`src/lsu_pkg.sv`:
```
// Load/store unit shared definitions

package lsu_pkg;

   // DCCM address map
   localparam logic [31:0] DCCM_BASE = 32'hF004_0000;  // First byte of the DCCM
   localparam int DCCM_BYTES = 4096;                   // DCCM size in bytes
   localparam int DCCM_BITS = 12;                      // Byte address bits inside the DCCM
   localparam int DCCM_WORDS = 1024;                   // Number of 32-bit words
   localparam int DCCM_WIDX_BITS = 10;                 // Word index width

   localparam int STBUF_DEPTH = 4;                     // Default store buffer entries

   // Access size
   typedef enum logic [1:0] {
      LS_BYTE = 2'd0,
      LS_HALF = 2'd1,
      LS_WORD = 2'd2
   } ls_size_e;

   // Response error code
   typedef enum logic [1:0] {
      ERR_NONE     = 2'd0,
      ERR_MISALIGN = 2'd1,  // Half at odd address or word off a 4-byte boundary
      ERR_ACCESS   = 2'd2   // Some byte outside the DCCM
   } lsu_err_e;

   // Per-stage packet
   typedef struct packed {
      logic        valid;
      logic        store;
      logic        unsign;  // Zero-extend loads
      ls_size_e    size;
      lsu_err_e    err;
      logic [1:0]  boff;    // Byte offset inside the word
      logic [31:0] data;    // Store data in lanes, load word from M on
   } lsu_pkt_t;

endpackage

```
`src/dccm_if.sv`:
```
// DCCM port

interface dccm_if import lsu_pkg::*; ();

   logic                      rden;     // Read request
   logic                      wren;     // Write request
   logic [DCCM_WIDX_BITS-1:0] addr;     // Word index
   logic [3:0]                wbyteen;  // Byte lanes to write
   logic [31:0]               wdata;
   logic [31:0]               rdata;    // Registered read data
   logic                      grant;    // Port owns the array this cycle

   modport requester (
      output rden, wren, addr, wbyteen, wdata,
      input  rdata, grant
   );

   modport memory (
      input  rden, wren, addr, wbyteen, wdata,
      output rdata, grant
   );

endinterface

```
`src/stbuf_fwd_if.sv`:
```
// Store buffer push and forwarding lookup

interface stbuf_fwd_if import lsu_pkg::*; ();

   logic                      push;         // Error-free store leaving M
   logic [DCCM_WIDX_BITS-1:0] push_widx;
   logic [3:0]                push_be;
   logic [31:0]               push_data;
   logic [DCCM_WIDX_BITS-1:0] lookup_addr;  // Word index of the load in M
   logic                      hold;         // M stage stalled
   logic [3:0]                fwd_byteen;   // Lanes found in the buffer
   logic [31:0]               fwd_data;
   logic                      full;

   modport requester (
      output push, push_widx, push_be, push_data, lookup_addr, hold,
      input  fwd_byteen, fwd_data, full
   );

   modport buffer (
      input  push, push_widx, push_be, push_data, lookup_addr, hold,
      output fwd_byteen, fwd_data, full
   );

endinterface
```
`src/lsu_stbuf.sv`:
```
// Store buffer with forwarding and drain

module lsu_stbuf import lsu_pkg::*; #(
   parameter int DEPTH = STBUF_DEPTH
) (
   input  logic        clk,
   input  logic        arst_n,
   stbuf_fwd_if.buffer fwd,
   dccm_if.requester   wr
);

   // Entry storage
   logic [DCCM_WIDX_BITS-1:0]  widx_q [DEPTH];
   logic [3:0]                 be_q   [DEPTH];
   logic [31:0]                data_q [DEPTH];

   logic [$clog2(DEPTH)-1:0]   wr_ptr, rd_ptr;
   logic [$clog2(DEPTH+1)-1:0] count;         // Occupied entries
   logic                       pop;

   function automatic logic [$clog2(DEPTH)-1:0] ptr_inc(input logic [$clog2(DEPTH)-1:0] p);
      return (int'(p) == DEPTH - 1) ? '0 : p + 1'b1;  // Wrap for any depth
   endfunction

   always_ff @(posedge clk) begin
      if (fwd.push) begin
         widx_q[wr_ptr] <= fwd.push_widx;
         be_q[wr_ptr]   <= fwd.push_be;
         data_q[wr_ptr] <= fwd.push_data;
      end
   end

   assign pop = wr.grant;  // Oldest entry written this cycle

   always_ff @(posedge clk or negedge arst_n) begin
      if (!arst_n) begin
         wr_ptr <= '0;
         rd_ptr <= '0;
         count  <= '0;
      end else begin
         if (fwd.push) wr_ptr <= ptr_inc(wr_ptr);
         if (pop)      rd_ptr <= ptr_inc(rd_ptr);
         case ({fwd.push, pop})
            2'b10:   count <= count + 1'b1;
            2'b01:   count <= count - 1'b1;
            default: ;  // Both or neither
         endcase
      end
   end

   // A store meeting a full buffer in M pops the oldest entry on the same edge
   assign fwd.full = (int'(count) == DEPTH);

   // ************************************************************
   // Byte-wise forwarding, oldest to newest so newer bytes win
   // ************************************************************
   always_comb begin
      int idx;
      fwd.fwd_byteen = '0;
      fwd.fwd_data   = '0;
      for (int k = 0; k < DEPTH; k++) begin
         idx = int'(rd_ptr) + k;
         if (idx >= DEPTH) idx = idx - DEPTH;
         if ((k < int'(count)) && (widx_q[idx] == fwd.lookup_addr)) begin
            for (int b = 0; b < 4; b++) begin
               if (be_q[idx][b]) begin
                  fwd.fwd_byteen[b]     = 1'b1;
                  fwd.fwd_data[8*b +: 8] = data_q[idx][8*b +: 8];
               end
            end
         end
      end
   end

   // Drain the oldest entry, never under a held M stage
   assign wr.wren    = (count != '0) & ~fwd.hold;
   assign wr.rden    = 1'b0;
   assign wr.addr    = widx_q[rd_ptr];
   assign wr.wbyteen = be_q[rd_ptr];
   assign wr.wdata   = data_q[rd_ptr];

endmodule

```
`src/flat_wrapper.sv`:
```
// flat-port wrapper written by rule: the top's interface ports become plain ports
module lsu_stbuf_flat import lsu_pkg::*;
#(
   parameter int DEPTH = STBUF_DEPTH
)
  (clk, arst_n, fwd_push, fwd_push_widx, fwd_push_be, fwd_push_data, fwd_lookup_addr, fwd_hold, fwd_fwd_byteen, fwd_fwd_data, fwd_full, wr_rden, wr_wren, wr_addr, wr_wbyteen, wr_wdata, wr_rdata, wr_grant);
  stbuf_fwd_if fwd_i ();
  dccm_if wr_i ();
  input  logic clk;
  input  logic arst_n;
  input wire logic [$bits(fwd_i.push)-1:0] fwd_push;
  input wire logic [$bits(fwd_i.push_widx)-1:0] fwd_push_widx;
  input wire logic [$bits(fwd_i.push_be)-1:0] fwd_push_be;
  input wire logic [$bits(fwd_i.push_data)-1:0] fwd_push_data;
  input wire logic [$bits(fwd_i.lookup_addr)-1:0] fwd_lookup_addr;
  input wire logic [$bits(fwd_i.hold)-1:0] fwd_hold;
  output wire logic [$bits(fwd_i.fwd_byteen)-1:0] fwd_fwd_byteen;
  output wire logic [$bits(fwd_i.fwd_data)-1:0] fwd_fwd_data;
  output wire logic [$bits(fwd_i.full)-1:0] fwd_full;
  output wire logic [$bits(wr_i.rden)-1:0] wr_rden;
  output wire logic [$bits(wr_i.wren)-1:0] wr_wren;
  output wire logic [$bits(wr_i.addr)-1:0] wr_addr;
  output wire logic [$bits(wr_i.wbyteen)-1:0] wr_wbyteen;
  output wire logic [$bits(wr_i.wdata)-1:0] wr_wdata;
  input wire logic [$bits(wr_i.rdata)-1:0] wr_rdata;
  input wire logic [$bits(wr_i.grant)-1:0] wr_grant;
  assign fwd_i.push = fwd_push;
  assign fwd_i.push_widx = fwd_push_widx;
  assign fwd_i.push_be = fwd_push_be;
  assign fwd_i.push_data = fwd_push_data;
  assign fwd_i.lookup_addr = fwd_lookup_addr;
  assign fwd_i.hold = fwd_hold;
  assign fwd_fwd_byteen = fwd_i.fwd_byteen;
  assign fwd_fwd_data = fwd_i.fwd_data;
  assign fwd_full = fwd_i.full;
  assign wr_rden = wr_i.rden;
  assign wr_wren = wr_i.wren;
  assign wr_addr = wr_i.addr;
  assign wr_wbyteen = wr_i.wbyteen;
  assign wr_wdata = wr_i.wdata;
  assign wr_i.rdata = wr_rdata;
  assign wr_i.grant = wr_grant;
  lsu_stbuf #(.DEPTH(DEPTH)) u_core (.clk(clk), .arst_n(arst_n), .fwd(fwd_i), .wr(wr_i));
endmodule
```
`config.mk`:
```
export PLATFORM = sky130hd
export DESIGN_NAME = lsu_stbuf_flat
export DESIGN_NICKNAME = d
export VERILOG_FILES = /design/src/lsu_pkg.sv /design/src/dccm_if.sv /design/src/stbuf_fwd_if.sv /design/src/lsu_stbuf.sv /design/src/flat_wrapper.sv
export SDC_FILE = /design/constraint.sdc
export NUM_CORES = 1
export LEC_CHECK = 0
export ABC_AREA = 0
export BUFFER_PORTS_ARGS = -buffer_cell sky130_fd_sc_hd__buf_4
export CORE_MARGIN = 4
export CORE_UTILIZATION = 56
export CTS_BUF_LIST = sky130_fd_sc_hd__clkbuf_4 sky130_fd_sc_hd__clkbuf_8
export DETAILED_ROUTE_END_ITERATION = 8
export PLACE_DENSITY_LB_ADDON = 0.25
export SKIP_CTS_REPAIR_TIMING = 1
export SLEW_MARGIN = 10
export SYNTH_ARGS = -nofsm -noshare
export SYNTH_HDL_FRONTEND = slang
export SYNTH_SLANG_ARGS = --single-unit
```
`constraint.sdc`:
```
create_clock -name clk -period 6.55 [get_ports clk]
set_input_delay 1.31 -clock clk [delete_from_list [all_inputs] [get_ports clk]]
set_output_delay 1.31 -clock clk [all_outputs]
set_load 0.05 [all_outputs]
```
* Word level (Yosys, flattened, before mapping)
Memories as Yosys holds them, arrays and structs flattened. Cells that the tools add are included.
Cells by class: add/sub/neg operators 11, multipliers 0, divide/modulo/power cells 0, $lt $le $gt $ge 8, equality and inequality tests 9, shift operators 0, muxes and demuxes 49, bitwise logic cells 2, reductions and logical operators 6
Operators with widths (number):
- two-way mux 32 bit | 4
- two-way mux 8 bit | 16
- == test 10 bit | 4
- two-way mux 1 bit | 18
- two-way mux 4 bit | 4
- two-way mux 2 bit | 6
- >= comparator 3 bit (second input constant) | 3
- subtractor 2 x 1 -> 2 bit (second input constant) | 4
- adder 2 x 2 -> 3 bit (second input constant) | 2
- == test 2 x 1 -> 1 bit (second input constant) | 3
- less-than comparator 1 x 3 -> 1 bit (first input constant) | 2
- less-than comparator 2 x 3 -> 1 bit (first input constant) | 2
- case mux 3 bit (2 select lines) | 1
- adder 2 x 1 -> 2 bit (second input constant) | 2
- logical AND 1 bit | 4
- adder 2 x 1 -> 3 bit (second input constant) | 1
- adder 3 x 1 -> 3 bit (second input constant) | 1
- == test 3 bit (second input constant) | 1
- >= comparator 2 x 3 -> 1 bit (second input constant) | 1
- nonzero test 3 bit | 1
- subtractor 3 x 1 -> 3 bit (second input constant) | 1
- == test 2 bit (second input constant) | 1
- nonzero test 2 bit | 1
- bitwise AND 1 bit | 1
- NOT 1 bit | 1
Word-level totals: bits in registers 7, latch bits 0, bits in writable memories 184, bits in read-only memories 0, input port bits 93, logic and storage cells 91, memories kept 3
Memories:
- u_core.data_q | words 4, bits a word 32, read ports 5, clocked after Yosys merged registers in 0, wr ports 1, RTL line lsu_stbuf.sv:15 | logic [31:0] data_q [DEPTH];
- u_core.widx_q | words 4, bits a word 10, read ports 5, clocked after Yosys merged registers in 0, wr ports 1, RTL line lsu_stbuf.sv:13 | logic [DCCM_WIDX_BITS-1:0] widx_q [DEPTH];
- u_core.be_q | words 4, bits a word 4, read ports 5, clocked after Yosys merged registers in 0, wr ports 1, RTL line lsu_stbuf.sv:14 | logic [3:0] be_q [DEPTH];

* Depth between registers and ports, before layout
An unclocked memory read counts as a cell.
word-level depth 12, mapped depth 13

* Worst setup path after synthesis
No wires, ideal clock.
kind input to output, start input fwd_lookup_addr[3], end output fwd_fwd_data[10], arrival time 3.955 ns, setup slack 1.285 ns, stages 7, cells stage by stage buf_1 -> o21ai_0 -> or4_1 -> a22oi_2 -> nand4_1 -> mux2i_1 -> a21oi_1
Between the ends: longest elaborated chain between the ends 9, elaborated cells between the ends (all ways) 15, classes of those cells eq/ne (4); mux (7); reduce/logical (4)
Ends and longest elaborated chain:
- start, declared | RTL line flat_wrapper.sv:15 | input wire logic [$bits(fwd_i.lookup_addr)-1:0] fwd_lookup_addr;
- == test 10 bit | RTL line lsu_stbuf.sv:64 | if ((k < int'(count)) && (widx_q[idx] == fwd.lookup_addr)) begin
- logical AND 1 bit | RTL line lsu_stbuf.sv:64
- two-way mux 32 bit | RTL line lsu_stbuf.sv:64
- two-way mux 8 bit | RTL line lsu_stbuf.sv:66 | if (be_q[idx][b]) begin
- two-way mux 32 bit | RTL line lsu_stbuf.sv:64
- two-way mux 8 bit | RTL line lsu_stbuf.sv:66
- two-way mux 32 bit | RTL line lsu_stbuf.sv:64
- two-way mux 8 bit | RTL line lsu_stbuf.sv:66
- two-way mux 32 bit (*) | RTL line lsu_stbuf.sv:64
- end, declared | RTL line flat_wrapper.sv:18 | output wire logic [$bits(fwd_i.fwd_data)-1:0] fwd_fwd_data;
Every way passes the cells marked *; elsewhere a longest branch is shown, timed or not.

* Worst setup path after layout
start register u_core.rd_ptr[1], end output fwd_fwd_data[8]
Between the ends: longest elaborated chain between the ends 12, elaborated cells between the ends (all ways) 34, classes of those cells add/sub (7); order compare (4); eq/ne (4); mux (12); reduce/logical (4); memory (3)
Ends and longest elaborated chain:
- start, declared | RTL line lsu_stbuf.sv:17 | logic [$clog2(DEPTH)-1:0] wr_ptr, rd_ptr;
- start signal, assigned | RTL line lsu_stbuf.sv:42 | if (pop) rd_ptr <= ptr_inc(rd_ptr);
- parallel branches: the longest is 11 deep, another holds memory read (4 x 10 bit)
- two-way mux 32 bit (*) | RTL line lsu_stbuf.sv:64
Every way passes the cells marked *.

==> out/results.ini <==
[clocking]
cts_buffer_depth=2
clockRootBuffer=clkbuf_8
clkLatencyLatePin_ns=0.48
cts_max_level=4
cts_sinks=191
cts_buffers=17
cts_tree=done
path_clk_slew_ns=0.10

[critical_path]
crit_required_ns=5.24
critPathKind=register to output pin
rrSetupSlack_ns=4.28
arrival_ns=4.96
crit_chain=ha_4, mux4_2, xor2_1, nor4_1, and4_1, or3_1, o21ai_1, a21oi_1, buf_4
start_kind=register
cp_slowest_cell=nor4_1
crit_fanout=35
slowest_delay_ns=0.78
end_kind=output pin

[global_routing]
grt.overflow.total=0
track_usage_pct=24.9
grt_pass1_wl_microns=46600
grt_max_degree=111
grt_pass1_vias=8445
antenna_found_initial=0

[placement]
dpl_cell_area_sq_mm=0.0135
hpwl_microns=19400
io_buffers=144
dpl_worst_slack_ns=0.773
gp_routability_congestion=0.846
placed_cells=1127

[timing]
finalMaxSlewViolations=0
fin_ws_ns=0.285
max_slew.worst_pin.slew_ns=1.09
finalCritPeriodShare_pct=95.7
period_needed_ns=6.27
slew_headroom_pct=27.1
fin_tns_setup_ns=0
rsz0062_at_grt=false
finalSetupViolCount=0
hold_viol_final=0
max_freq_mhz=160
holdWs_ns=0.576
finClkSkew_ns=0.0131

[pwr]
total_power_mw=6.76
p_leak_nw=4.85
irDropWorstVdd_uv=353
p_per_area_mw_per_mm2=485

[logic_synthesis]
syn_nets=862
ys.flop_type=edfxtp_1
synthTopCellsByArea=edfxtp_1, mux4_2, mux2i_1
synth_cell_types=47
mappedNetlistArea_sq_mm=0.0123
synth_top_area_share_pct=45.1
synth_edf_count=184
synth_simple_gate_area_share_pct=5.92
ys_seq_elements=191
ys_seq_area_share_pct=46.5
muxShareOfSynthArea_pct=35.4
synth_fa_ha_area_share_pct=1.02
synth_compound_gate_area_share_pct=4.89
yosysTopAreaCell=edfxtp_1
ys_warn_count=0
yosys.area_share.xor_xnor_pct=3.36
synth_top_family_by_area=multiplexers
synthArstFlopShare_pct=3.66
postSynthAreaPerCell_sq_um=16.2
synthCells=759

[final_layout]
synthToLayoutAreaGrowth_pct=13.6
fin_area_sq_mm=0.0139
multiInputGateArea_sq_mm=0.00624
regArea_sq_mm=0.00571
drive_gt1_share_pct=42.6
fillCellCount=1447
nNetsFinal=974
final_cells=1161
final_util_pct=65.4

[floorplanning]
ios=178
die_h_microns=156
die_area_sq_mm=0.0243
start_util_pct=57.6
design.core.area_sq_mm=0.0213
die_w_microns=156
rows=53

[routing]
ant_nets=0
num_vias=8185
wl_per_cell_microns=25.8
first_iter_violations=988
dr.pass1.iters=5
vias_per_cell=7.05
drt_wl_total_microns=30000
route.detailed.drc=0

[outcome]
status=completed

[hold_path]
worstHoldPathType=register to register

[job]
max-cap-violations=0

==> worst paths after layout <==
path                                                    from                      endpoint  cells after the start
max in group asynchronous                             arst_n  u_core.rd_ptr[1]$_DFFE_PN0P_                      1
worst max-delay path            u_core.rd_ptr[1]$_DFFE_PN0P_               fwd_fwd_data[8]                      9
worst max register to register  u_core.rd_ptr[1]$_DFFE_PN0P_  u_core.rd_ptr[1]$_DFFE_PN0P_                      3
worst min-delay path             u_core.count[0]$_DFFE_PN0P_   u_core.count[0]$_DFFE_PN0P_                      1
worst min register to register   u_core.count[0]$_DFFE_PN0P_   u_core.count[0]$_DFFE_PN0P_                      1
min in group asynchronous                             arst_n   u_core.count[1]$_DFFE_PN0P_                      1
==> cells in the mapped netlist (3+ instances only) <==
cell type  count
o21ai_0       17
xor2_1        20
dfrtp_1        7
nand2b_1      17
edfxtp_1     184
a21oi_1       53
mux2i_1       45
nor4_1         3
nand2_1        5
buf_1         12
and4_1        21
inv_1          9
nand3_1       19
nor2_1         4
mux4_2       172
buf_6          3
buf_2         19
nand4_1       11
clkbuf_1      22
and2_1        10
buf_4          8
o22ai_1       18
xnor2_1       27
ha_1          10
or3_1          3
o21ai_1       11
==> worst max-delay path, delay by kind of cell (launching register included) <==
| kind | cells | cell delay [ns] |
|---|---|---|
| xor+xnor | 1 | 0.17 |
| simple gates | 3 | 1.89 |
| buf+inv | 1 | 0.25 |
| flops | 1 | 0.70 |
| fa+ha+maj | 1 | 0.70 |
| compound gates | 2 | 0.35 |
| mux | 1 | 0.40 |
==> placed cells by master (no fill, tap or decap), types with 3 or more instances in the layout <==
master | synthesis | final
edfxtp_1 | 184 | 184
mux4_2 | 172 | 172
buf_4 | 8 | 156
a21oi_1 | 53 | 53
mux2i_1 | 45 | 45
xnor2_1 | 27 | 27
and4_1 | 21 | 21
xor2_1 | 20 | 20
nand3_1 | 19 | 19
o22ai_1 | 18 | 18
o21ai_0 | 17 | 17
nand2b_1 | 17 | 17
clkbuf_8 | 0 | 17
nand4_1 | 11 | 11
o21ai_1 | 11 | 11
inv_1 | 9 | 9
ha_1 | 10 | 9
and2_1 | 10 | 6
nand2_1 | 5 | 5
inv_8 | 0 | 5
dfrtp_1 | 7 | 5
nor2_1 | 4 | 4
and2_4 | 0 | 4
inv_6 | 0 | 4
nor4_1 | 3 | 3
or3_1 | 3 | 3
==> layout make-up <==
type | count | share of cell area, %
multi-input cells | 495 | 44.8
flip-flops and latches | 191 | 41.0
well taps | 275 | 2.47
clock inverters | 15 | 1.24
inverters | 9 | 0.243
clock buffers | 17 | 1.68
diodes | 2 | 0.0359
repair buffers | 157 | 8.55
==> registers in the layout (all words and copies together), names as in the netlist <==
name / cells
u_core.count: 3
u_core.rd_ptr: 2
u_core.be_q: 16
u_core.wr_ptr: 2
u_core.widx_q: 40
u_core.data_q: 128
==> logic make-up (layout without fill, tap and decap cells) <==
group                      after synthesis  count (layout)
muxes                                  219             219
DFF                                    191             191
and+or+nand+nor                        110             110
AOI/OAI and AO/OA                      108             108
buffers and inverters                   73             198
xor gates and xnor gates                47              47
adders and majority gates               10              10
other                                    1               3
==> where the power goes <==
group / leakage, nW / internal (mW) / total, mW / switching (mW)
combinational: 2.87 / 1.91 / 4.15 / 2.24
sequential: 1.77 / 1.58 / 1.82 / 0.235
clock: 0.200 / 0.323 / 0.788 / 0.465
total: 4.85 / 3.82 / 6.76 / 2.94
==> layer usage <==
layer | global-route usage (%) | part of all wire [%] | vias to the layer above
met5 | 0 | 0 | -
met4 | 9.13 | 2.1 | 0
met3 | 4.97 | 7.9 | 50
met2 | 42.3 | 53 | 414
met1 | 32.2 | 37 | 4253
li1 | - | - | 3468
No activity file was read; power rests on OpenSTA's default activity.
