### src/lsu_pkg.sv
// Load/store unit shared definitions

package lsu_pkg;

   // DCCM address map
   localparam logic [31:0] DCCM_BASE = 32'hF004_0000;  // First byte of the DCCM
   localparam int DCCM_BYTES = 4096;                   // DCCM size in bytes
   localparam int DCCM_BITS = 12;                      // Byte address bits inside the DCCM
   localparam int DCCM_WORDS = 1024;                   // Number of 32-bit words
   localparam int DCCM_WIDX_BITS = 10;                 // Word index width

   localparam int STBUF_DEPTH = 4;                     // Default store buffer entries

   // Access size
   typedef enum logic [1:0] {
      LS_BYTE = 2'd0,
      LS_HALF = 2'd1,
      LS_WORD = 2'd2
   } ls_size_e;

   // Response error code
   typedef enum logic [1:0] {
      ERR_NONE     = 2'd0,
      ERR_MISALIGN = 2'd1,  // Half at odd address or word off a 4-byte boundary
      ERR_ACCESS   = 2'd2   // Some byte outside the DCCM
   } lsu_err_e;

   // Per-stage packet
   typedef struct packed {
      logic        valid;
      logic        store;
      logic        unsign;  // Zero-extend loads
      ls_size_e    size;
      lsu_err_e    err;
      logic [1:0]  boff;    // Byte offset inside the word
      logic [31:0] data;    // Store data in lanes, load word from M on
   } lsu_pkt_t;

endpackage

### src/dccm_if.sv
// DCCM port

interface dccm_if import lsu_pkg::*; ();

   logic                      rden;     // Read request
   logic                      wren;     // Write request
   logic [DCCM_WIDX_BITS-1:0] addr;     // Word index
   logic [3:0]                wbyteen;  // Byte lanes to write
   logic [31:0]               wdata;
   logic [31:0]               rdata;    // Registered read data
   logic                      grant;    // Port owns the array this cycle

   modport requester (
      output rden, wren, addr, wbyteen, wdata,
      input  rdata, grant
   );

   modport memory (
      input  rden, wren, addr, wbyteen, wdata,
      output rdata, grant
   );

endinterface

### src/stbuf_fwd_if.sv
// Store buffer push and forwarding lookup

interface stbuf_fwd_if import lsu_pkg::*; ();

   logic                      push;         // Error-free store leaving M
   logic [DCCM_WIDX_BITS-1:0] push_widx;
   logic [3:0]                push_be;
   logic [31:0]               push_data;
   logic [DCCM_WIDX_BITS-1:0] lookup_addr;  // Word index of the load in M
   logic                      hold;         // M stage stalled
   logic [3:0]                fwd_byteen;   // Lanes found in the buffer
   logic [31:0]               fwd_data;
   logic                      full;

   modport requester (
      output push, push_widx, push_be, push_data, lookup_addr, hold,
      input  fwd_byteen, fwd_data, full
   );

   modport buffer (
      input  push, push_widx, push_be, push_data, lookup_addr, hold,
      output fwd_byteen, fwd_data, full
   );

endinterface
### src/lsu_lsc_ctl.sv
// LSU pipeline control
// Address check, stage registers and load alignment

module lsu_lsc_ctl import lsu_pkg::*; (
   input  logic               clk,
   input  logic               arst_n,
   input  logic               req_valid,
   output logic               req_ready,
   input  logic [31:0]        req_base,
   input  logic signed [11:0] req_offset,
   input  logic               req_store,
   input  ls_size_e           req_size,
   input  logic               req_unsigned,
   input  logic [31:0]        req_wdata,
   output logic               rsp_valid,
   input  logic               rsp_ready,
   output lsu_err_e           rsp_err,
   output logic [31:0]        rsp_data,
   stbuf_fwd_if.requester     fwd,
   dccm_if.requester          rd
);

   logic [31:0]               addr_d, end_d;      // First and last byte
   logic [31:0]               off_d, end_off_d;   // Same, relative to DCCM base
   logic                      misalign_d, in_dccm_d;
   logic                      accept_d;
   logic [DCCM_WIDX_BITS-1:0] widx_d, widx_m;
   lsu_pkt_t                  pkt_d, pkt_m, pkt_r;
   logic                      hold_m;
   logic [3:0]                be_m;
   logic [31:0]               merged_m;
   logic [31:0]               lane_r, ext_r;

   // ************************************************************
   // D stage
   // ************************************************************
   assign addr_d = req_base + {{20{req_offset[11]}}, req_offset};

   always_comb begin
      case (req_size)
         LS_HALF: end_d = addr_d + 32'd1;
         LS_WORD: end_d = addr_d + 32'd3;
         default: end_d = addr_d;
      endcase
   end

   assign off_d     = addr_d - DCCM_BASE;  // Wraps high below the base
   assign end_off_d = end_d - DCCM_BASE;
   assign in_dccm_d = (off_d < DCCM_BYTES) && (end_off_d < DCCM_BYTES);
   assign widx_d    = off_d[DCCM_BITS-1:2];

   assign misalign_d = ((req_size == LS_HALF) && addr_d[0]) ||
                       ((req_size == LS_WORD) && (addr_d[1:0] != 2'b00));

   always_comb begin
      pkt_d.valid  = accept_d;  // Bubble when nothing accepted
      pkt_d.store  = req_store;
      pkt_d.unsign = req_unsigned;
      pkt_d.size   = req_size;
      pkt_d.boff   = addr_d[1:0];
      pkt_d.data   = req_wdata << {addr_d[1:0], 3'b000};  // Into byte lanes
      // Alignment is checked ahead of the region
      if (misalign_d) begin
         pkt_d.err = ERR_MISALIGN;
      end else if (!in_dccm_d) begin
         pkt_d.err = ERR_ACCESS;
      end else begin
         pkt_d.err = ERR_NONE;
      end
   end

   // Accept only when M can move and the buffer has room
   assign req_ready = ~hold_m & ~fwd.full;
   assign accept_d  = req_valid & req_ready;

   // Load port read in the accepting cycle
   assign rd.rden    = accept_d & ~req_store & (pkt_d.err == ERR_NONE);
   assign rd.addr    = widx_d;
   assign rd.wren    = 1'b0;  // Load port never writes
   assign rd.wbyteen = '0;
   assign rd.wdata   = '0;

   // Stage registers, M and R move together
   always_ff @(posedge clk or negedge arst_n) begin
      if (!arst_n) begin
         pkt_m  <= '0;
         pkt_r  <= '0;
         widx_m <= '0;
      end else if (!hold_m) begin
         pkt_m       <= pkt_d;
         widx_m      <= widx_d;
         pkt_r       <= pkt_m;
         pkt_r.data  <= merged_m;   // Load word replaces store data
      end
   end

   // ************************************************************
   // M stage
   // ************************************************************
   assign hold_m = pkt_r.valid & ~rsp_ready;  // R stalled by the consumer

   always_comb begin
      case (pkt_m.size)
         LS_BYTE: be_m = 4'b0001 << pkt_m.boff;
         LS_HALF: be_m = 4'b0011 << pkt_m.boff;
         default: be_m = 4'b1111;
      endcase
   end

   // Store enters the buffer on the edge that ends M
   assign fwd.push        = pkt_m.valid & pkt_m.store & (pkt_m.err == ERR_NONE) & ~hold_m;
   assign fwd.push_widx   = widx_m;
   assign fwd.push_be     = be_m;
   assign fwd.push_data   = pkt_m.data;
   assign fwd.lookup_addr = widx_m;
   assign fwd.hold        = hold_m;  // Blocks drain under a held load

   // Buffered bytes win over the DCCM word
   always_comb begin
      for (int b = 0; b < 4; b++) begin
         merged_m[8*b +: 8] = fwd.fwd_byteen[b] ? fwd.fwd_data[8*b +: 8] : rd.rdata[8*b +: 8];
      end
   end

   // ************************************************************
   // R stage
   // ************************************************************
   assign lane_r = pkt_r.data >> {pkt_r.boff, 3'b000};  // Addressed byte to lane 0

   always_comb begin
      case (pkt_r.size)
         LS_BYTE: ext_r = {{24{~pkt_r.unsign & lane_r[7]}}, lane_r[7:0]};
         LS_HALF: ext_r = {{16{~pkt_r.unsign & lane_r[15]}}, lane_r[15:0]};
         default: ext_r = lane_r;
      endcase
   end

   assign rsp_valid = pkt_r.valid;
   assign rsp_err   = pkt_r.err;
   assign rsp_data  = (pkt_r.store || (pkt_r.err != ERR_NONE)) ? '0 : ext_r;  // Loads only

endmodule

### src/flat_wrapper.sv
// flat-port wrapper written by rule: the top's interface ports become plain ports
module lsu_lsc_ctl_flat import lsu_pkg::*;
  (clk, arst_n, req_valid, req_ready, req_base, req_offset, req_store, req_size, req_unsigned, req_wdata, rsp_valid, rsp_ready, rsp_err, rsp_data, fwd_push, fwd_push_widx, fwd_push_be, fwd_push_data, fwd_lookup_addr, fwd_hold, fwd_fwd_byteen, fwd_fwd_data, fwd_full, rd_rden, rd_wren, rd_addr, rd_wbyteen, rd_wdata, rd_rdata, rd_grant);
  stbuf_fwd_if fwd_i ();
  dccm_if rd_i ();
  input  logic clk;
  input  logic arst_n;
  input  logic req_valid;
  output logic req_ready;
  input  logic [31:0] req_base;
  input  logic signed [11:0] req_offset;
  input  logic req_store;
  input  ls_size_e req_size;
  input  logic req_unsigned;
  input  logic [31:0] req_wdata;
  output logic rsp_valid;
  input  logic rsp_ready;
  output lsu_err_e rsp_err;
  output logic [31:0] rsp_data;
  output wire logic [$bits(fwd_i.push)-1:0] fwd_push;
  output wire logic [$bits(fwd_i.push_widx)-1:0] fwd_push_widx;
  output wire logic [$bits(fwd_i.push_be)-1:0] fwd_push_be;
  output wire logic [$bits(fwd_i.push_data)-1:0] fwd_push_data;
  output wire logic [$bits(fwd_i.lookup_addr)-1:0] fwd_lookup_addr;
  output wire logic [$bits(fwd_i.hold)-1:0] fwd_hold;
  input wire logic [$bits(fwd_i.fwd_byteen)-1:0] fwd_fwd_byteen;
  input wire logic [$bits(fwd_i.fwd_data)-1:0] fwd_fwd_data;
  input wire logic [$bits(fwd_i.full)-1:0] fwd_full;
  output wire logic [$bits(rd_i.rden)-1:0] rd_rden;
  output wire logic [$bits(rd_i.wren)-1:0] rd_wren;
  output wire logic [$bits(rd_i.addr)-1:0] rd_addr;
  output wire logic [$bits(rd_i.wbyteen)-1:0] rd_wbyteen;
  output wire logic [$bits(rd_i.wdata)-1:0] rd_wdata;
  input wire logic [$bits(rd_i.rdata)-1:0] rd_rdata;
  input wire logic [$bits(rd_i.grant)-1:0] rd_grant;
  assign fwd_push = fwd_i.push;
  assign fwd_push_widx = fwd_i.push_widx;
  assign fwd_push_be = fwd_i.push_be;
  assign fwd_push_data = fwd_i.push_data;
  assign fwd_lookup_addr = fwd_i.lookup_addr;
  assign fwd_hold = fwd_i.hold;
  assign fwd_i.fwd_byteen = fwd_fwd_byteen;
  assign fwd_i.fwd_data = fwd_fwd_data;
  assign fwd_i.full = fwd_full;
  assign rd_rden = rd_i.rden;
  assign rd_wren = rd_i.wren;
  assign rd_addr = rd_i.addr;
  assign rd_wbyteen = rd_i.wbyteen;
  assign rd_wdata = rd_i.wdata;
  assign rd_i.rdata = rd_rdata;
  assign rd_i.grant = rd_grant;
  lsu_lsc_ctl u_core (.clk(clk), .arst_n(arst_n), .req_valid(req_valid), .req_ready(req_ready), .req_base(req_base), .req_offset(req_offset), .req_store(req_store), .req_size(req_size), .req_unsigned(req_unsigned), .req_wdata(req_wdata), .rsp_valid(rsp_valid), .rsp_ready(rsp_ready), .rsp_err(rsp_err), .rsp_data(rsp_data), .fwd(fwd_i), .rd(rd_i));
endmodule
### config.mk
export PLATFORM = sky130hd
export DESIGN_NAME = lsu_lsc_ctl_flat
export DESIGN_NICKNAME = d
export VERILOG_FILES = /design/src/lsu_pkg.sv /design/src/dccm_if.sv /design/src/stbuf_fwd_if.sv /design/src/lsu_lsc_ctl.sv /design/src/flat_wrapper.sv
export SDC_FILE = /design/constraint.sdc
export NUM_CORES = 1
export LEC_CHECK = 0
export ABC_AREA = 1
export BUFFER_PORTS_ARGS = -buffer_cell sky130_fd_sc_hd__buf_2
export CORE_MARGIN = 3
export CORE_UTILIZATION = 42
export CTS_BUF_LIST = sky130_fd_sc_hd__clkbuf_4 sky130_fd_sc_hd__clkbuf_8
export CTS_CLUSTER_SIZE = 25
export DETAILED_ROUTE_END_ITERATION = 12
export GPL_ROUTABILITY_DRIVEN = 0
export PLACE_DENSITY = 0.77
export SYNTH_ARGS = -nofsm -noshare
export SYNTH_HDL_FRONTEND = slang
export SYNTH_SLANG_ARGS = --single-unit
### constraint.sdc
create_clock -name clk -period 3.9 [get_ports clk]
set_clock_uncertainty 0.05 [all_clocks]
set_input_delay 0.39 -clock clk [delete_from_list [all_inputs] [get_ports clk]]
set_output_delay 0.39 -clock clk [all_outputs]
set_load 0.01 [all_outputs]
# Yosys cells after proc, flatten, opt, wreduce, memory -nomap -nowiden
# Index checks and enable logic that the tools add are counted.
# word_totals
register_bits,92
inputBits,154
out_inout_bits,142
wordCells,66
# op_classes
add_sub_neg,5
order_cmp,2
n_eq_ne,4
shifts,4
mux,10
bitwise_logic,15
n_reduce_logical,11
# op_table
operator,n
one-hot mux 32 bit (2 select lines),2
"< comparator 32 x 13 -> 1 bit, second input constant",2
"subtractor 32 bit, second input constant",2
"adder 32 x 1 -> 32 bit, second input constant",1
"adder 32 x 2 -> 32 bit, second input constant",1
adder 32 bit,1
2-to-1 mux 32 bit,1
2-to-1 mux 8 bit,4
left shift 32 x 5 -> 32 bit,1
>> shifter 32 x 5 -> 32 bit,1
AND 1 bit,10
zero test 2 bit,4
one-hot mux 4 bit (2 select lines),1
"== test 2 x 1 -> 1 bit, second input constant",3
inverter 1 bit,5
2-to-1 mux 2 bit,2
nonzero test 2 bit,2
"left shift 1 x 2 -> 4 bit, first input constant",1
"left shift 2 x 2 -> 4 bit, first input constant",1
logical AND 1 bit,3
"== test 2 bit, second input constant",1
logical OR 1 bit,2

# Logic depth before layout (Yosys ltp)
# logic_depth
word_depth,10
depth_mapped,24
mapped_depth_nobuf,24

# Worst setup path before layout
# Ideal clock, no wire load.
# synth_timing
path_kind,input -> output
start,input req_base[0]
end,output rd_rden
t_arrival_ns,2.849
required_ns,3.460
slack_ns,0.611
stages,19
n_path_buf,0
cell_sequence,ha_1 -> inv_1 -> fa_1 -> inv_1 -> ha_1 -> a21oi_1 -> nor2_1 -> nand3_1 -> nor2_1 -> nand2_1 -> nor2_2 -> nand3_2 -> nor2_4 -> nand4_1 -> nand2_1 -> nand2_1 -> nor2_1 -> nand3_1 -> nor2_1
# synth_between
elab_chain_cells,10
word_cells_on_any_way,17
classes_between,add/sub (5); order compare (2); mux (3); bitwise (1); reduce/logical (6)
# synth_lines
item,line,rtl
start: declaration,flat_wrapper.sv:10,input logic [31:0] req_base;
adder 32 bit (*),lsu_lsc_ctl.sv:37,"assign addr_d = req_base + {{20{req_offset[11]}}, req_offset};"
named net u_core.addr_d[1],lsu_lsc_ctl.sv:23,"logic [31:0] addr_d, end_d;"
adder 32 x 2 -> 32 bit / adder 32 x 1 -> 32 bit (equally long branches),"lsu_lsc_ctl.sv:42, lsu_lsc_ctl.sv:41",
one-hot mux 32 bit (2 select lines),lsu_lsc_ctl.sv:40,case (req_size)
subtractor 32 bit,lsu_lsc_ctl.sv:48,assign end_off_d = end_d - DCCM_BASE;
< comparator 32 x 13 -> 1 bit,lsu_lsc_ctl.sv:49,assign in_dccm_d = (off_d < DCCM_BYTES) && (end_off_d < DCCM_BYTES);
logical AND 1 bit,lsu_lsc_ctl.sv:49,
2-to-1 mux 2 bit,lsu_lsc_ctl.sv:65,end else if (!in_dccm_d) begin
2-to-1 mux 2 bit (*),lsu_lsc_ctl.sv:63,if (misalign_d) begin
zero test 2 bit (*),lsu_lsc_ctl.sv:77,assign rd.rden = accept_d & ~req_store & (pkt_d.err == ERR_NONE);
AND 1 bit (*),lsu_lsc_ctl.sv:77,
end: declaration,flat_wrapper.sv:29,output wire logic [$bits(rd_i.rden)-1:0] rd_rden;
# Mark *: on every way through the listed nets, which the timed path passes. The rest lies on a longest branch.

# Worst setup path in the final report
# Same ends and word-level chain as after synthesis.

==> results by group <==
Run status
  • Status: finished, final reports clean

Yosys
  • #FFs+latches synth: 92
  • Asr flop ratio synth: 1.000
  • Post-synth top area cell: dfrtp_1
  • Post-synth cell types: 38
  • Syn_area_per_cell: 6.287 sq um
  • Post-Syn Instances: 1391
  • Ys Warns: 0
  • Mapped Area: 8745 sq um
  • Ys flop type: dfrtp_1
  • Post-synthesis sequential area ratio: 0.2633
  • Synth top area share: 0.2633
  • Dominant cells by area after synthesis: dfrtp_1 (26%), nand2_1 (18%), buf_4 (7.8%), inv_1 (7.7%), o21ai_0 (6.8%)
  • EDFF count, synth: 0

Final layout
  • Most frequent cells in the layout: nand2_1 (426), buf_2 (254), inv_1 (179)
  • Commonest non-fill, non-tap cell in the layout: nand2_1
  • Fin nets: 1765
  • Layout cells sized above 1: 0.2220
  • Area grow syn2layout: 14.78%
  • FILL cells: 2137
  • Non-Filler Instances: 1851
  • Ant diodes: 0

Setup path
  • Critical Path Fanout Max: 3
  • Critical path arrival: 3230 ps
  • CP Capture Type: output port
  • WP data required: 3460 ps
  • CP Class: input pin to output port
  • Startpoint types: input pin

Drt
  • Remaining DRCs: 0
  • Routed vias/inst: 5.051
  • DR pass1 iterations: 5
  • Initial DRC Count: 546
  • Antenna viol nets, final: 0
  • Routed Wire Length: 26110 um
  • Post-DR wirelength/cell: 14.11 um
  • Via count: 9350

Timing
  • Final number of hold-violating endpoints: 0
  • Final TNS setup: 0 ps
  • Fmax: 272.8 MHz
  • # setup viols final: 0
  • Pins Over Slew Limit: 0
  • Worst-Margin Slew: 797.0 ps
  • Slew headroom: 0.4687
  • Period utilisation layout: 0.9399
  • Hold_ws: 32.47 ps
  • Crit path time final: 3666 ps

Floorplan
  • DIE HEIGHT: 150.3 um
  • Core Box Area: 20360 sq um
  • Initial cell density of the core: 0.4294
  • Io pins: 296
  • Die X: 150.3 um
  • Cell Rows: 52
  • Die area: 22590 sq um

Global routing
  • Initial antenna violation count: 0
  • Overflow after GRT: 0
  • Number of global-route vias before repair: 8414
  • All-Layer GR Usage: 0.2211
  • First-pass GRT wire length: 40640 um
  • Largest net degree at the start of global routing: 62

Placement
  • Number of I/O port buffers: 257
  • Placed Cells: 1833
  • Hpwl dp: 21180 um

Hold path
  • HP Class: input pin to async pin

Pwr
  • VDD IR max: 0.1336 mV
  • P_int: 0.001903 W
  • Pwr dens: 344.0 nW/um^2
  • Lkg Pwr: 5.559 nW
  • Power share of the sequential group: 0.358
  • Overall Power: 0.003453 W
  • Combinational share of power: 0.461
  • Sw Share: 0.4489
  • Net Sw Power: 0.001550 W
  • Clock share of power: 0.181

Clocking
  • Clock transition at the registers of the reported paths: 110 ps
  • Clk root buf: clkbuf_8
  • Later-pin clock latency in the skew report: 360 ps
  • Number of CTS-inserted buffers: 9
  • CTS Sinks: 92
  • CTS tree: built
  • Hold buffers post-CTS: 0
  • CTS max path bufs: 2
  • CTS HTree Levels: 3

Run
  • Max Cap Viol: 0
## Yosys cell counts (10+ instances only)
cell	number
nand4_1	13
ha_1	34
a21oi_1	62
o21ai_0	119
o211ai_1	34
nor2_2	10
clkbuf_1	42
dfrtp_1	92
o221ai_1	10
inv_1	180
nand3_1	79
nand2_2	15
nor2_1	95
nand2_1	429
buf_4	91
## metal layers
| layer | vias up | part of all wire | global-route usage | routed length (um) |
|---|---|---|---|---|
| li1 | 4731 | - | - | - |
| met1 | 4248 | 0.42 | 0.2795 | 11100 |
| met2 | 336 | 0.49 | 0.3916 | 12850 |
| met3 | 35 | 0.062 | 0.02830 | 1611 |
| met4 | 0 | 0.021 | 0.06999 | 550 |
| met5 | - | 0 | 0 | 0 |
## power groups by stage
stage,clock network [W],registers [W],logic [W]
floorplan,0,0.00122,0.00118
global placement,0,0.00125,0.00153
detailed placement,0,0.00125,0.00156
CTS,0.000643,0.00123,0.00157
global route,0.000684,0.00126,0.00178
finish,0.000626,0.00124,0.00159
## cell families after synthesis
kind of cell | count (synthesis) | synth area share
xor gates and xnor gates | 6 | 0.006009
and+or+nand+nor | 673 | 0.3257
adders and majority gates | 35 | 0.05094
buffers and inverters | 326 | 0.1790
other | 1 | 0.0004288
DFF | 92 | 0.2633
muxes | 9 | 0.01030
AOI/OAI and AO/OA | 249 | 0.1644
## through the flow
stage               worst slack, ps    util  cell area [sq um]
finish                        234.4  0.4929              10040
global route                 -21.62  0.4929              10040
floorplan                     610.9       -               8880
detailed placement            31.24  0.4796               9767
global placement              54.08  0.4796               9767
CTS                           14.32  0.4886               9950
## layout make-up
cell class / count / area (sq um) / area share
clock inverter: 7 / 58.81 / 0.005859
tap: 270 / 337.8 / 0.03366
clock buffer: 9 / 123.9 / 0.01234
multi-input combinational: 1009 / 5084 / 0.5065
sequential: 92 / 2302 / 0.2294
timing repair buffer: 272 / 1410 / 0.1405
inverter: 192 / 720.7 / 0.07180
## flip-flops by register name, indices dropped and copies added, names as in the netlist
| register | flops |
|---|---|
| u_core.rsp_valid | 1 |
| u_core.fwd.push_data | 32 |
| u_core.rsp_err | 2 |
| u_core.fwd.lookup_addr | 10 |
| u_core.pkt_m | 9 |
| u_core.pkt_r | 38 |
## worst max-delay path, stage by stage
cell	delay, ps
buf_2	100
ha_4	140
inv_1	60
fa_1	530
inv_1	70
ha_1	270
a21oi_1	60
nor2_1	90
nand3_1	90
nor2_2	130
nand2_2	80
nor2_4	120
nand2_2	80
nor2_4	120
nand2_1	80
nand2_1	60
nand2_1	60
nor2_2	100
nand3_1	80
nor2_1	120
nand3_2	120
nor2_2	160
buf_6	120
## worst paths after layout
check / slack [ps] / endpoint / cells after the start / start
worst min-delay path: 30 / u_core.fwd.push_data[26] / 1 / arst_n
max in group asynchronous: 2820 / u_core.pkt_r[27] / 2 / arst_n
worst max-delay path: 230 / rd_rden / 23 / req_base[0]
min in group clk: 180 / u_core.pkt_m[39] / 3 / req_store
worst max register to register: 1450 / u_core.pkt_r[23] / 7 / u_core.rsp_valid
worst min register to register: 440 / u_core.fwd.push_data[15] / 2 / u_core.fwd.push_data[15]
## what timing repair did
item / 4_1_cts / 5_1_grt
endpoints found under the hold margin: 0 / 0
setup buffers: 0 / 2
endpoints found under the setup margin: 0 / 1
gates resized for setup: 0 / 21
Power figures use the tool's default switching activity.
